`config.mk`:
```
export PLATFORM = sky130hd
export DESIGN_NAME = pipeCpu
export DESIGN_NICKNAME = d
export VERILOG_FILES = /design/src/verilog/isaPkg.sv /design/src/verilog/pipePkg.sv /design/src/verilog/hazardIf.sv /design/src/verilog/pipeCpu.sv /design/src/verilog/memAlign.sv /design/src/verilog/regFile.sv /design/src/verilog/alu.sv /design/src/verilog/hazardUnit.sv /design/src/verilog/controlUnit.sv /design/src/verilog/pipeReg.sv
export VERILOG_INCLUDE_DIRS = /design/src /design/src/verilog
export SDC_FILE = /design/constraint.sdc
export NUM_CORES = 2
export LEC_CHECK = 0
export ABC_AREA = 1
export BUFFER_PORTS_ARGS = -buffer_cell sky130_fd_sc_hd__buf_2
export CORE_MARGIN = 5
export CORE_UTILIZATION = 30
export CTS_CLUSTER_SIZE = 12
export DETAILED_ROUTE_END_ITERATION = 8
export SLEW_MARGIN = 20
export SYNTH_ARGS = -nofsm -noshare
export SYNTH_HDL_FRONTEND = slang
export SYNTH_SLANG_ARGS = --single-unit
```
`constraint.sdc`:
```
create_clock -name clock -period 5.75 [get_ports clock]
set_input_delay 0.575 -clock clock [delete_from_list [all_inputs] [get_ports clock]]
set_output_delay 0.575 -clock clock [all_outputs]
set_load 0.005 [all_outputs]
```
`src/verilog/cpu_params.svh`:
```
`ifndef CPU_PARAMS_SVH
`define CPU_PARAMS_SVH

// datapath width
`define XLEN_W 32

// register file address width
`define REG_AW 5

// architectural register count
`define REG_CNT 32

// first fetch address after reset
`define RESET_PC 32'h0000_0000

`endif
```
`src/verilog/isaPkg.sv`:
```
package isaPkg;

  typedef enum logic [6:0] {
    OP_R      = 7'b0110011,
    OP_IMM    = 7'b0010011,
    OP_LOAD   = 7'b0000011,
    OP_STORE  = 7'b0100011,
    OP_BRANCH = 7'b1100011,
    OP_JAL    = 7'b1101111
  } opcodeT;

  // funct3 means different things per opcode class
  typedef logic [2:0] funct3T;

  localparam funct3T F3_ADD_SUB = 3'b000;
  localparam funct3T F3_SLL     = 3'b001;
  localparam funct3T F3_SLT     = 3'b010;
  localparam funct3T F3_SLTU    = 3'b011;
  localparam funct3T F3_XOR     = 3'b100;
  localparam funct3T F3_SRL_SRA = 3'b101;
  localparam funct3T F3_OR      = 3'b110;
  localparam funct3T F3_AND     = 3'b111;

  localparam funct3T F3_BEQ  = 3'b000;
  localparam funct3T F3_BNE  = 3'b001;
  localparam funct3T F3_BLT  = 3'b100;
  localparam funct3T F3_BGE  = 3'b101;
  localparam funct3T F3_BLTU = 3'b110;
  localparam funct3T F3_BGEU = 3'b111;

  localparam funct3T F3_MEM_B  = 3'b000;
  localparam funct3T F3_MEM_H  = 3'b001;
  localparam funct3T F3_MEM_W  = 3'b010;
  localparam funct3T F3_MEM_BU = 3'b100;
  localparam funct3T F3_MEM_HU = 3'b101;

  localparam logic [6:0] F7_ALT = 7'b0100000; // sub / sra

  typedef enum logic [3:0] {
    ALU_ADD, ALU_SUB, ALU_XOR, ALU_OR, ALU_AND, ALU_SLL, ALU_SRL, ALU_SRA,
    ALU_SLT, ALU_SLTU, ALU_BLT, ALU_BLTU
  } aluOpT;

  typedef enum logic [1:0] {
    CLASS_REG_IMM = 2'b00,
    CLASS_ADDR    = 2'b01,
    CLASS_BRANCH  = 2'b10
  } aluClassT;

endpackage

```
`src/verilog/pipePkg.sv`:
```
`include "cpu_params.svh"

package pipePkg;

  typedef struct packed {
    logic regWrite;
    logic memRead;
    logic memWrite;
    logic memToReg;
    logic aluSrc;
    logic branch;
    logic jump;
    isaPkg::aluClassT aluClass;
  } ctrlT;

  typedef struct packed {
    logic [`XLEN_W-1:0] pc;
    logic [31:0] instr;
  } ifIdT;

  typedef struct packed {
    ctrlT ctrl;
    logic [`XLEN_W-1:0] pc;
    logic [`XLEN_W-1:0] rs1Data;
    logic [`XLEN_W-1:0] rs2Data;
    logic [`XLEN_W-1:0] imm;
    logic [`REG_AW-1:0] rs1;
    logic [`REG_AW-1:0] rs2;
    logic [`REG_AW-1:0] rd;
    isaPkg::funct3T funct3;
    logic [6:0] funct7;
  } idExT;

  typedef struct packed {
    ctrlT ctrl;
    logic [`XLEN_W-1:0] aluResult;
    logic [`XLEN_W-1:0] storeData;
    logic [`XLEN_W-1:0] branchTarget;
    logic branchTaken;
    isaPkg::funct3T funct3;
    logic [`REG_AW-1:0] rd;
  } exMemT;

  typedef struct packed {
    logic regWrite;
    logic [`XLEN_W-1:0] writeData;
    logic [`REG_AW-1:0] rd;
  } memWbT;

  // forwarding select values
  localparam logic [1:0] BYP_RF  = 2'd0;
  localparam logic [1:0] BYP_WB  = 2'd1;
  localparam logic [1:0] BYP_MEM = 2'd2;

endpackage

```
`src/verilog/hazardIf.sv`:
```
`timescale 1ns/100ps

interface hazardIf;
  logic writePc;
  logic writeIfId;
  logic writeIdEx;
  logic bubbleIfId;
  logic bubbleIdEx;
  logic bubbleExMem;
  logic [1:0] bypassA;
  logic [1:0] bypassB;

  modport hazard (
    output writePc, writeIfId, writeIdEx, bubbleIfId, bubbleIdEx, bubbleExMem,
    output bypassA, bypassB
  );

  modport core (
    input writePc, writeIfId, writeIdEx, bubbleIfId, bubbleIdEx, bubbleExMem,
    input bypassA, bypassB
  );
endinterface

```
`src/verilog/pipeCpu.sv`:
```
`timescale 1ns/100ps
`include "cpu_params.svh"

module pipeCpu (
  input  logic               clock,
  input  logic               rstN,
  output logic [`XLEN_W-1:0] imemAddr,
  input  logic [31:0]        imemData,
  output logic [`XLEN_W-1:0] dmemAddr,
  output logic [`XLEN_W-1:0] dmemWdata,
  output logic [3:0]         dmemBe,
  output logic               dmemWe,
  input  logic [`XLEN_W-1:0] dmemRdata
);

  hazardIf hz ();

  pipePkg::ifIdT  ifIdD, ifId;
  pipePkg::idExT  idExD, idEx;
  pipePkg::exMemT exMemD, exMem;
  pipePkg::memWbT memWbD, memWb;

  logic [`XLEN_W-1:0] pc;
  logic [`XLEN_W-1:0] pcNext;
  logic [31:0] idInstr;
  isaPkg::opcodeT idOpcode;
  pipePkg::ctrlT idCtrl;
  logic [`XLEN_W-1:0] idImm;
  logic [`XLEN_W-1:0] idRs1Data;
  logic [`XLEN_W-1:0] idRs2Data;
  isaPkg::opcodeT exOpcode;
  isaPkg::aluOpT exAluOp;
  logic exBrZ;
  logic exBrNz;
  logic [`XLEN_W-1:0] fwdA;
  logic [`XLEN_W-1:0] fwdB;
  logic [`XLEN_W-1:0] aluB;
  logic [`XLEN_W-1:0] aluResult;
  logic aluZero;
  logic [`XLEN_W-1:0] loadData;

  // fetch
  always_comb
  begin
    if (exMem.branchTaken)
      pcNext = exMem.branchTarget;
    else if (idCtrl.jump)
      pcNext = ifId.pc + idImm; // jal resolved in decode
    else
      pcNext = pc + 4;
  end

  always_ff @(posedge clock)
  begin
    if (!rstN)
      pc <= `RESET_PC;
    else if (hz.writePc)
      pc <= pcNext;
  end

  assign imemAddr = pc;
  assign ifIdD = '{pc: pc, instr: imemData};

  pipeReg #(.payloadT(pipePkg::ifIdT)) ifIdReg (
    .clock(clock), .rstN(rstN), .write(hz.writeIfId), .bubble(hz.bubbleIfId),
    .d(ifIdD), .q(ifId)
  );

  // decode
  assign idInstr = ifId.instr;
  assign idOpcode = isaPkg::opcodeT'(idInstr[6:0]);

  controlUnit idCtrlUnit (
    .opcode(idOpcode), .funct3(idInstr[14:12]), .funct7(idInstr[31:25]),
    .ctrl(idCtrl), .aluOp(), .branchOnZero(), .branchOnNonZero()
  );

  always_comb
  begin
    case (idOpcode)
      isaPkg::OP_STORE:  idImm = {{20{idInstr[31]}}, idInstr[31:25], idInstr[11:7]};
      isaPkg::OP_BRANCH: idImm = {{19{idInstr[31]}}, idInstr[31], idInstr[7], idInstr[30:25],
                                  idInstr[11:8], 1'b0};
      isaPkg::OP_JAL:    idImm = {{11{idInstr[31]}}, idInstr[31], idInstr[19:12], idInstr[20],
                                  idInstr[30:21], 1'b0};
      default:           idImm = {{20{idInstr[31]}}, idInstr[31:20]}; // I-type
    endcase
  end

  regFile regs (
    .clock(clock), .rstN(rstN),
    .readAddrA(idInstr[19:15]), .readAddrB(idInstr[24:20]),
    .writeEn(memWb.regWrite), .writeAddr(memWb.rd), .writeData(memWb.writeData),
    .readDataA(idRs1Data), .readDataB(idRs2Data)
  );

  hazardUnit hazards (
    .ifIdRs1(idInstr[19:15]), .ifIdRs2(idInstr[24:20]),
    .idExRd(idEx.rd), .idExMemRead(idEx.ctrl.memRead),
    .idExRs1(idEx.rs1), .idExRs2(idEx.rs2),
    .exMemRd(exMem.rd), .exMemRegWrite(exMem.ctrl.regWrite),
    .memWbRd(memWb.rd), .memWbRegWrite(memWb.regWrite),
    .jump(idCtrl.jump), .branchTaken(exMem.branchTaken),
    .hz(hz.hazard)
  );

  assign idExD = '{ctrl: idCtrl, pc: ifId.pc, rs1Data: idRs1Data, rs2Data: idRs2Data,
                   imm: idImm, rs1: idInstr[19:15], rs2: idInstr[24:20], rd: idInstr[11:7],
                   funct3: idInstr[14:12], funct7: idInstr[31:25]};

  pipeReg #(.payloadT(pipePkg::idExT)) idExReg (
    .clock(clock), .rstN(rstN), .write(hz.writeIdEx), .bubble(hz.bubbleIdEx),
    .d(idExD), .q(idEx)
  );

  // execute rebuilds the opcode class from the control bundle
  always_comb
  begin
    if (idEx.ctrl.branch)
      exOpcode = isaPkg::OP_BRANCH;
    else if (idEx.ctrl.aluClass == isaPkg::CLASS_ADDR)
      exOpcode = isaPkg::OP_LOAD;
    else if (idEx.ctrl.aluSrc)
      exOpcode = isaPkg::OP_IMM;
    else
      exOpcode = isaPkg::OP_R;
  end

  controlUnit exCtrlUnit (
    .opcode(exOpcode), .funct3(idEx.funct3), .funct7(idEx.funct7),
    .ctrl(), .aluOp(exAluOp), .branchOnZero(exBrZ), .branchOnNonZero(exBrNz)
  );

  always_comb
  begin
    case (hz.bypassA)
      pipePkg::BYP_MEM: fwdA = exMem.aluResult;
      pipePkg::BYP_WB:  fwdA = memWb.writeData;
      default:          fwdA = idEx.rs1Data;
    endcase
    case (hz.bypassB)
      pipePkg::BYP_MEM: fwdB = exMem.aluResult;
      pipePkg::BYP_WB:  fwdB = memWb.writeData;
      default:          fwdB = idEx.rs2Data;
    endcase
  end

  assign aluB = idEx.ctrl.aluSrc ? idEx.imm : fwdB;

  alu exAlu (
    .op(exAluOp), .a(fwdA), .b(aluB), .result(aluResult), .isZero(aluZero)
  );

  assign exMemD = '{ctrl: idEx.ctrl, aluResult: aluResult, storeData: fwdB,
                    branchTarget: idEx.pc + idEx.imm,
                    branchTaken: (exBrZ && aluZero) || (exBrNz && !aluZero),
                    funct3: idEx.funct3, rd: idEx.rd};

  pipeReg #(.payloadT(pipePkg::exMemT)) exMemReg (
    .clock(clock), .rstN(rstN), .write(1'b1), .bubble(hz.bubbleExMem),
    .d(exMemD), .q(exMem)
  );

  // memory
  memAlign align (
    .funct3(exMem.funct3), .addrLow(exMem.aluResult[1:0]),
    .storeData(exMem.storeData), .memRdata(dmemRdata),
    .loadData(loadData), .laneData(dmemWdata), .byteEnables(dmemBe)
  );

  assign dmemAddr = {exMem.aluResult[`XLEN_W-1:2], 2'b00}; // byte enables pick the lanes
  assign dmemWe = exMem.ctrl.memWrite;

  assign memWbD = '{regWrite: exMem.ctrl.regWrite,
                    writeData: exMem.ctrl.memToReg ? loadData : exMem.aluResult,
                    rd: exMem.rd};

  pipeReg #(.payloadT(pipePkg::memWbT)) memWbReg (
    .clock(clock), .rstN(rstN), .write(1'b1), .bubble(1'b0),
    .d(memWbD), .q(memWb)
  );

endmodule

```
`src/verilog/memAlign.sv`:
```
`timescale 1ns/100ps
`include "cpu_params.svh"

module memAlign (
  input  isaPkg::funct3T      funct3,
  input  logic [1:0]          addrLow,
  input  logic [`XLEN_W-1:0]  storeData,
  input  logic [`XLEN_W-1:0]  memRdata,
  output logic [`XLEN_W-1:0]  loadData,
  output logic [`XLEN_W-1:0]  laneData,
  output logic [3:0]          byteEnables
);

  logic [`XLEN_W-1:0] rdataShift;

  assign rdataShift = memRdata >> {addrLow, 3'b000}; // addressed lane down to bit 0

  always_comb
  begin
    case (funct3)
      isaPkg::F3_MEM_B:  loadData = {{24{rdataShift[7]}}, rdataShift[7:0]};
      isaPkg::F3_MEM_H:  loadData = {{16{rdataShift[15]}}, rdataShift[15:0]};
      isaPkg::F3_MEM_BU: loadData = {24'b0, rdataShift[7:0]};
      isaPkg::F3_MEM_HU: loadData = {16'b0, rdataShift[15:0]};
      default:           loadData = memRdata;
    endcase
  end

  always_comb
  begin
    case (funct3)
      isaPkg::F3_MEM_B:
      begin
        laneData = {4{storeData[7:0]}}; // copy to all lanes
        byteEnables = 4'b0001 << addrLow;
      end
      isaPkg::F3_MEM_H:
      begin
        laneData = {2{storeData[15:0]}};
        byteEnables = addrLow[1] ? 4'b1100 : 4'b0011;
      end
      isaPkg::F3_MEM_W:
      begin
        laneData = storeData;
        byteEnables = 4'b1111;
      end
      default:
      begin
        laneData = storeData;
        byteEnables = 4'b1111;
      end
    endcase
  end

endmodule

```
`src/verilog/regFile.sv`:
```
`timescale 1ns/100ps
`include "cpu_params.svh"

module regFile (
  input  logic               clock,
  input  logic               rstN,
  input  logic [`REG_AW-1:0] readAddrA,
  input  logic [`REG_AW-1:0] readAddrB,
  input  logic               writeEn,
  input  logic [`REG_AW-1:0] writeAddr,
  input  logic [`XLEN_W-1:0] writeData,
  output logic [`XLEN_W-1:0] readDataA,
  output logic [`XLEN_W-1:0] readDataB
);

  logic [`XLEN_W-1:0] regs [`REG_CNT];
  logic wrLive;

  assign wrLive = writeEn && (writeAddr != '0); // x0 never written

  always_ff @(posedge clock)
  begin
    if (!rstN)
    begin
      for (int i = 0; i < `REG_CNT; i++)
        regs[i] <= '0;
    end
    else if (wrLive)
      regs[writeAddr] <= writeData;
  end

  // writeback visible in decode same cycle
  assign readDataA = (wrLive && writeAddr == readAddrA) ? writeData : regs[readAddrA];
  assign readDataB = (wrLive && writeAddr == readAddrB) ? writeData : regs[readAddrB];

endmodule

```
`src/verilog/alu.sv`:
```
`timescale 1ns/100ps
`include "cpu_params.svh"

module alu (
  input  isaPkg::aluOpT       op,
  input  logic [`XLEN_W-1:0]  a,
  input  logic [`XLEN_W-1:0]  b,
  output logic [`XLEN_W-1:0]  result,
  output logic                isZero
);

  logic sLess;
  logic uLess;

  assign sLess = $signed(a) < $signed(b);
  assign uLess = a < b;

  always_comb
  begin
    case (op)
      isaPkg::ALU_ADD:  result = a + b;
      isaPkg::ALU_SUB:  result = a - b;
      isaPkg::ALU_XOR:  result = a ^ b;
      isaPkg::ALU_OR:   result = a | b;
      isaPkg::ALU_AND:  result = a & b;
      isaPkg::ALU_SLL:  result = a << b[4:0];
      isaPkg::ALU_SRL:  result = a >> b[4:0];
      isaPkg::ALU_SRA:  result = $signed(a) >>> b[4:0];
      isaPkg::ALU_SLT:  result = {{(`XLEN_W-1){1'b0}}, sLess};
      isaPkg::ALU_SLTU: result = {{(`XLEN_W-1){1'b0}}, uLess};
      isaPkg::ALU_BLT:  result = {{(`XLEN_W-1){1'b0}}, ~sLess}; // zero when a < b
      isaPkg::ALU_BLTU: result = {{(`XLEN_W-1){1'b0}}, ~uLess};
      default:          result = a + b;
    endcase
  end

  assign isZero = (result == '0);

endmodule

```
`src/verilog/hazardUnit.sv`:
```
`timescale 1ns/100ps
`include "cpu_params.svh"

module hazardUnit (
  input logic [`REG_AW-1:0] ifIdRs1,
  input logic [`REG_AW-1:0] ifIdRs2,
  input logic [`REG_AW-1:0] idExRd,
  input logic               idExMemRead,
  input logic [`REG_AW-1:0] idExRs1,
  input logic [`REG_AW-1:0] idExRs2,
  input logic [`REG_AW-1:0] exMemRd,
  input logic               exMemRegWrite,
  input logic [`REG_AW-1:0] memWbRd,
  input logic               memWbRegWrite,
  input logic               jump,
  input logic               branchTaken,
  hazardIf.hazard           hz
);

  logic loadUse;
  logic exMemFwd;
  logic memWbFwd;

  assign loadUse = idExMemRead && (idExRd != '0) && (idExRd == ifIdRs1 || idExRd == ifIdRs2);
  assign exMemFwd = exMemRegWrite && (exMemRd != '0);
  assign memWbFwd = memWbRegWrite && (memWbRd != '0);

  always_comb
  begin
    hz.writePc = 1'b1;
    hz.writeIfId = 1'b1;
    hz.writeIdEx = 1'b1;
    hz.bubbleIfId = 1'b0;
    hz.bubbleIdEx = 1'b0;
    hz.bubbleExMem = 1'b0;
    if (loadUse)
    begin
      hz.writePc = 1'b0; // hold fetch one cycle
      hz.writeIfId = 1'b0;
      hz.bubbleIdEx = 1'b1;
    end
    else if (jump)
      hz.bubbleIfId = 1'b1; // drop slot after jal
    if (branchTaken)
    begin
      hz.writePc = 1'b1; // wins over stall and jump
      hz.bubbleIfId = 1'b1;
      hz.bubbleIdEx = 1'b1;
      hz.bubbleExMem = 1'b1;
    end
  end

  // EX/MEM checked last so it wins
  always_comb
  begin
    hz.bypassA = pipePkg::BYP_RF;
    hz.bypassB = pipePkg::BYP_RF;
    if (memWbFwd && memWbRd == idExRs1)
      hz.bypassA = pipePkg::BYP_WB;
    if (memWbFwd && memWbRd == idExRs2)
      hz.bypassB = pipePkg::BYP_WB;
    if (exMemFwd && exMemRd == idExRs1)
      hz.bypassA = pipePkg::BYP_MEM;
    if (exMemFwd && exMemRd == idExRs2)
      hz.bypassB = pipePkg::BYP_MEM;
  end

endmodule

```
`src/verilog/controlUnit.sv`:
```
`timescale 1ns/100ps

module controlUnit (
  input  isaPkg::opcodeT opcode,
  input  isaPkg::funct3T funct3,
  input  logic [6:0]     funct7,
  output pipePkg::ctrlT  ctrl,
  output isaPkg::aluOpT  aluOp,
  output logic           branchOnZero,
  output logic           branchOnNonZero
);

  always_comb
  begin
    ctrl = '0;
    case (opcode)
      isaPkg::OP_R:
      begin
        ctrl.regWrite = 1'b1;
        ctrl.aluClass = isaPkg::CLASS_REG_IMM;
      end
      isaPkg::OP_IMM:
      begin
        ctrl.regWrite = 1'b1;
        ctrl.aluSrc = 1'b1;
        ctrl.aluClass = isaPkg::CLASS_REG_IMM;
      end
      isaPkg::OP_LOAD:
      begin
        ctrl.regWrite = 1'b1;
        ctrl.memRead = 1'b1;
        ctrl.memToReg = 1'b1;
        ctrl.aluSrc = 1'b1;
        ctrl.aluClass = isaPkg::CLASS_ADDR;
      end
      isaPkg::OP_STORE:
      begin
        ctrl.memWrite = 1'b1;
        ctrl.aluSrc = 1'b1;
        ctrl.aluClass = isaPkg::CLASS_ADDR;
      end
      isaPkg::OP_BRANCH:
      begin
        ctrl.branch = 1'b1;
        ctrl.aluClass = isaPkg::CLASS_BRANCH;
      end
      isaPkg::OP_JAL: ctrl.jump = 1'b1; // no link
      default: ctrl = '0;
    endcase
  end

  always_comb
  begin
    aluOp = isaPkg::ALU_ADD;
    case (ctrl.aluClass)
      isaPkg::CLASS_REG_IMM:
        case (funct3)
          isaPkg::F3_ADD_SUB: aluOp = (opcode == isaPkg::OP_R && funct7 == isaPkg::F7_ALT) ?
                                      isaPkg::ALU_SUB : isaPkg::ALU_ADD; // addi never subtracts
          isaPkg::F3_SLL:     aluOp = isaPkg::ALU_SLL;
          isaPkg::F3_SLT:     aluOp = isaPkg::ALU_SLT;
          isaPkg::F3_SLTU:    aluOp = isaPkg::ALU_SLTU;
          isaPkg::F3_XOR:     aluOp = isaPkg::ALU_XOR;
          isaPkg::F3_SRL_SRA: aluOp = (funct7 == isaPkg::F7_ALT) ? isaPkg::ALU_SRA : isaPkg::ALU_SRL;
          isaPkg::F3_OR:      aluOp = isaPkg::ALU_OR;
          default:            aluOp = isaPkg::ALU_AND;
        endcase
      isaPkg::CLASS_ADDR: aluOp = isaPkg::ALU_ADD;
      isaPkg::CLASS_BRANCH:
        case (funct3)
          isaPkg::F3_BLT, isaPkg::F3_BGE:   aluOp = isaPkg::ALU_BLT;
          isaPkg::F3_BLTU, isaPkg::F3_BGEU: aluOp = isaPkg::ALU_BLTU;
          default:                          aluOp = isaPkg::ALU_SUB; // beq, bne
        endcase
      default: aluOp = isaPkg::ALU_ADD;
    endcase
  end

  always_comb
  begin
    branchOnZero = 1'b0;
    branchOnNonZero = 1'b0;
    if (ctrl.branch)
    begin
      case (funct3)
        isaPkg::F3_BEQ, isaPkg::F3_BLT, isaPkg::F3_BLTU:  branchOnZero = 1'b1;
        isaPkg::F3_BNE, isaPkg::F3_BGE, isaPkg::F3_BGEU: branchOnNonZero = 1'b1;
        default: branchOnZero = 1'b0; // reserved encodings never branch
      endcase
    end
  end

endmodule

```
`src/verilog/pipeReg.sv`:
```
`timescale 1ns/100ps

module pipeReg #(
  parameter type payloadT = logic
) (
  input  logic    clock,
  input  logic    rstN,
  input  logic    write,
  input  logic    bubble,
  input  payloadT d,
  output payloadT q
);

  always_ff @(posedge clock)
  begin
    if (!rstN || bubble)
    begin
      q <= '0; // zero payload has no control active
    end
    else if (write)
    begin
      q <= d;
    end
  end

endmodule

```
==> flow_summary_export.csv <==
group,metric,value,unit
pwr,swShare,32.2,%
cts,clockBufferDepth,3,
timing,fin_crit_sh,94.4,%
pwr,internal-power,18.3,mW
cells_and_area,final_common_cell,"nor2_1",
cts,postCtsSetupBuffers,0,
synth,ys_ff_latch,1408,
setup_path,r2r_cells,33,
setup_path,crit_type,"reg2reg",
setup_path,end_kind,"flop",
worst_hold_path,hold_path.class,"in2reg",
global_route,grt_antenna_before_repair,29,
timing,setup_viol,0,
floorplanning,die_w,533,um
timing,fin_crit,5430,ps
setup_path,worstPathArrival,6170,ps
drt,viasPerCell,5.76,
setup_path,cp.required,6490,ps
drt,drcViolationCount,2,
synth,yosys.area.top_type,"edfxtp_1",
run_status,violations,"DRC",
drt,drt_iter0_drc,12379,
floorplanning,die_h,533,um
cts,htree_levels,4,
cells_and_area,nFillCells,28486,
setup_path,critPathTopFamily,"simple AND/OR/NAND/NOR gates",
synth,syn_inst,10544,
drt,firstDrtPassIters,9,
synth,synth_area_leaders,"edfxtp_1, o21ai_0, dfxtp_1",
timing,hold_violations,0,
floorplanning,start_util,30.1,%
drt,postRouteAntennaNets,0,
global_route,grt_first_pass_wirelength,524,mm
timing,fmax,184,MHz
timing,tightest_slew,1170,ps
cells_and_area,drive_above_1_share,8.65,%
synth,synth.avg_cell_area,7.79,um2
pwr,seq_power_share,43.1,%
placement,gp_congestion,1.02,
worst_hold_path,hp-start,"imemData[1]",
synth,synthArstFlopShare,0,%
pwr,clkPwrFrac,37.4,%
cts,clock-sinks,1408,
floorplanning,core,273000,um2
setup_path,r2r_start,"memWbReg.q[0]",
cts,cts_buffers,158,
synth,yosys.area.top_type_share,37.5,%
global_route,grt_max_degree,175,
setup_path,cp_max_fo,18,
synth,syn_area,82100,um2
worst_hold_path,whs_endpoint,"ifIdReg.q[1]",
timing,rsz0062_at_grt,"false",
setup_path,slowest_delay,490,ps
setup_path,cp-start-kind,"flop",
synth,yosysSeqAreaShare,46.8,%
floorplanning,num_rows,192,
placement,hpwl,234,mm
placement,dpl_cell_area,86800,um2
setup_path,cp_num_buf_inv,3,
timing,slew_viol_final,0,
pwr,pwr_density_cell,293,nW/um2
setup_path,path_common_cell,"nand2_1",
drt,num_vias,80994,
cts,path_clk_slew,60,ps
cts,cts_root_buf,"clkbuf_16",
cells_and_area,num-nets-final,10563,
drt,wirelength,369,mm
job,max-cap-violations,0,
setup_path,cp_num_cells,33,
drt,avgRoutedWirePerCell,26.3,um
global_route,grt_pass1_vias,73968,
setup_path,slowest_stage,"dfxtp_1",
run_status,status,"complete, but fails checks",
synth,yosysWarnings,0,
pwr,comb_power_share,19.5,%
worst_hold_path,hold_depth,3,
pwr,p_leak,35.0,nW
cells_and_area,design_area,92200,um2
timing,fin_skew,68.7,ps
synth,synth-edff-count,1024,
pwr,worst_ir_drop_vdd,0.000350,V
floorplanning,pin_count,167,
cts,cts_tree,"built",
timing,tns,0,ps
synth,ys_types,69,
cells_and_area,final_cell_mix,"nor2_1, o21ai_0, nand2_1, edfxtp_1, a21oi_1",
placement,portBuffers,164,
setup_path,rr_endpoint,"exMemReg.q[8]",
pwr,switchingPower,8.71,mW
synth,ys.flop_type,"edfxtp_1",
cells_and_area,syn_to_final_growth,12.3,%
cts,clk_latency,880,ps
timing,relSlewSlack,21.5,%
global_route,gr-total-overflow,0,
global_route,grt.total_usage,24.7,%
setup_path,rrSetupSlack,320,ps
floorplanning,dieArea,284000,um2
[sequential cells by signal, summed over array words and instances (netlist names)]
register,cells
exMemReg.q,108
idExReg.q,142
memWbReg.q,38
imemAddr,32
regs.regs,1024
ifIdReg.q,64
[routing by layer]
layer | GRT usage [%] | vias up | wire [um]
met4 | 13.3 | 22 | 22100
li1 | - | 35910 | -
met5 | 0 | - | 150
met1 | 33.0 | 38640 | 145000
met2 | 36.7 | 5395 | 157000
met3 | 6.14 | 1027 | 45200
[per-stage QoR]
stage	cells	setup slack, ps	util, %	power (mW)	hold WS [ps]
global placement	13735	303	31.8	16.8	423
detailed placement	13735	376	31.8	16.8	433
floorplan	10577	1310	-	14.6	394
finish	14060	321	33.8	27.0	48.6
global route	14055	6.06	33.8	27.8	43.7
CTS	14054	388	33.7	26.8	4.21
[Yosys cell counts (13+ instances only)]
master / instances
a21boi_0: 21
o21bai_1: 13
dfxtp_1: 384
a21oi_1: 885
edfxtp_1: 1024
xnor2_1: 19
nand3_2: 25
clkbuf_1: 749
nand2_1: 1200
o21ai_1: 26
buf_2: 47
inv_1: 772
ha_1: 160
nor3_1: 49
o211ai_1: 29
nor4_1: 17
buf_1: 35
nand4_1: 29
o21ai_0: 1839
o21a_1: 17
nand2_2: 21
or2_2: 17
inv_2: 21
a31oi_1: 51
o22ai_1: 104
buf_6: 15
buf_4: 57
o221ai_1: 284
xor2_1: 32
nor2_1: 1911
nand3b_1: 24
nand3_1: 542
[worst register-to-register path: cells and delay by family, from the launching register on]
kind	cells	cell delay, ps
flip-flops	1	490
AND/OR/NAND/NOR	24	3000
adder cells (fa/ha/maj)	1	450
buffers and inverters	3	440
AO/OA/AOI/OAI	5	950
[how the worst max path moves through the flow]
stage | slack, ps | from | to
global placement | 300 | memWbReg.q[0] | exMemReg.q[8]
global route | 6 | memWbReg.q[0] | exMemReg.q[8]
CTS | 390 | memWbReg.q[0] | exMemReg.q[8]
detailed placement | 380 | memWbReg.q[1] | exMemReg.q[8]
finish | 320 | memWbReg.q[0] | exMemReg.q[8]
floorplan | 1310 | memWbReg.q[3] | exMemReg.q[8]
[cell families (layout without fill, tap and decap cells)]
kind of cell | count (synthesis) | count (layout) | synth area share [%]
XOR/XNOR | 51 | 51 | 0.544
flip-flops | 1408 | 1408 | 46.8
AO/OA/AOI/OAI | 3336 | 3336 | 22.4
adder cells (fa/ha/maj) | 164 | 164 | 2.54
buffers and inverters | 1711 | 1599 | 8.33
AND/OR/NAND/NOR | 3873 | 3873 | 19.4
other | 1 | 40 | 0.00457
[cell type report]
| type | count | area, um2 | area share, % |
|---|---|---|---|
| Antenna cell | 6 | 15.0 | 0.0163 |
| Clock buffer | 225 | 4450 | 4.82 |
| Clock inverter | 67 | 642 | 0.696 |
| Inverter | 806 | 3080 | 3.34 |
| Multi-Input combinational cell | 7458 | 37200 | 40.3 |
| Sequential cell | 1408 | 38500 | 41.7 |
| Tap cell | 3589 | 4490 | 4.87 |
| Timing Repair Buffer | 501 | 3880 | 4.21 |
[what timing repair did]
action / in CTS / in global routing
endpoints found under the setup margin: 0 / 1
hold buffers: 27 / 0
endpoints found under the hold margin: 27 / 0
gates resized for setup: 0 / 4
[power groups by stage]
stage	registers, mW	logic (mW)	clock network [mW]
2_1_floorplan	11.6	2.99	0
3_5_place_dp	11.8	4.99	0
5_1_grt	11.7	5.56	10.6
3_3_place_gp	11.8	5.01	0
6_report	11.6	5.26	10.1
4_1_cts	11.6	5.03	10.2
Note: power is estimated with default switching activity, not from simulation.
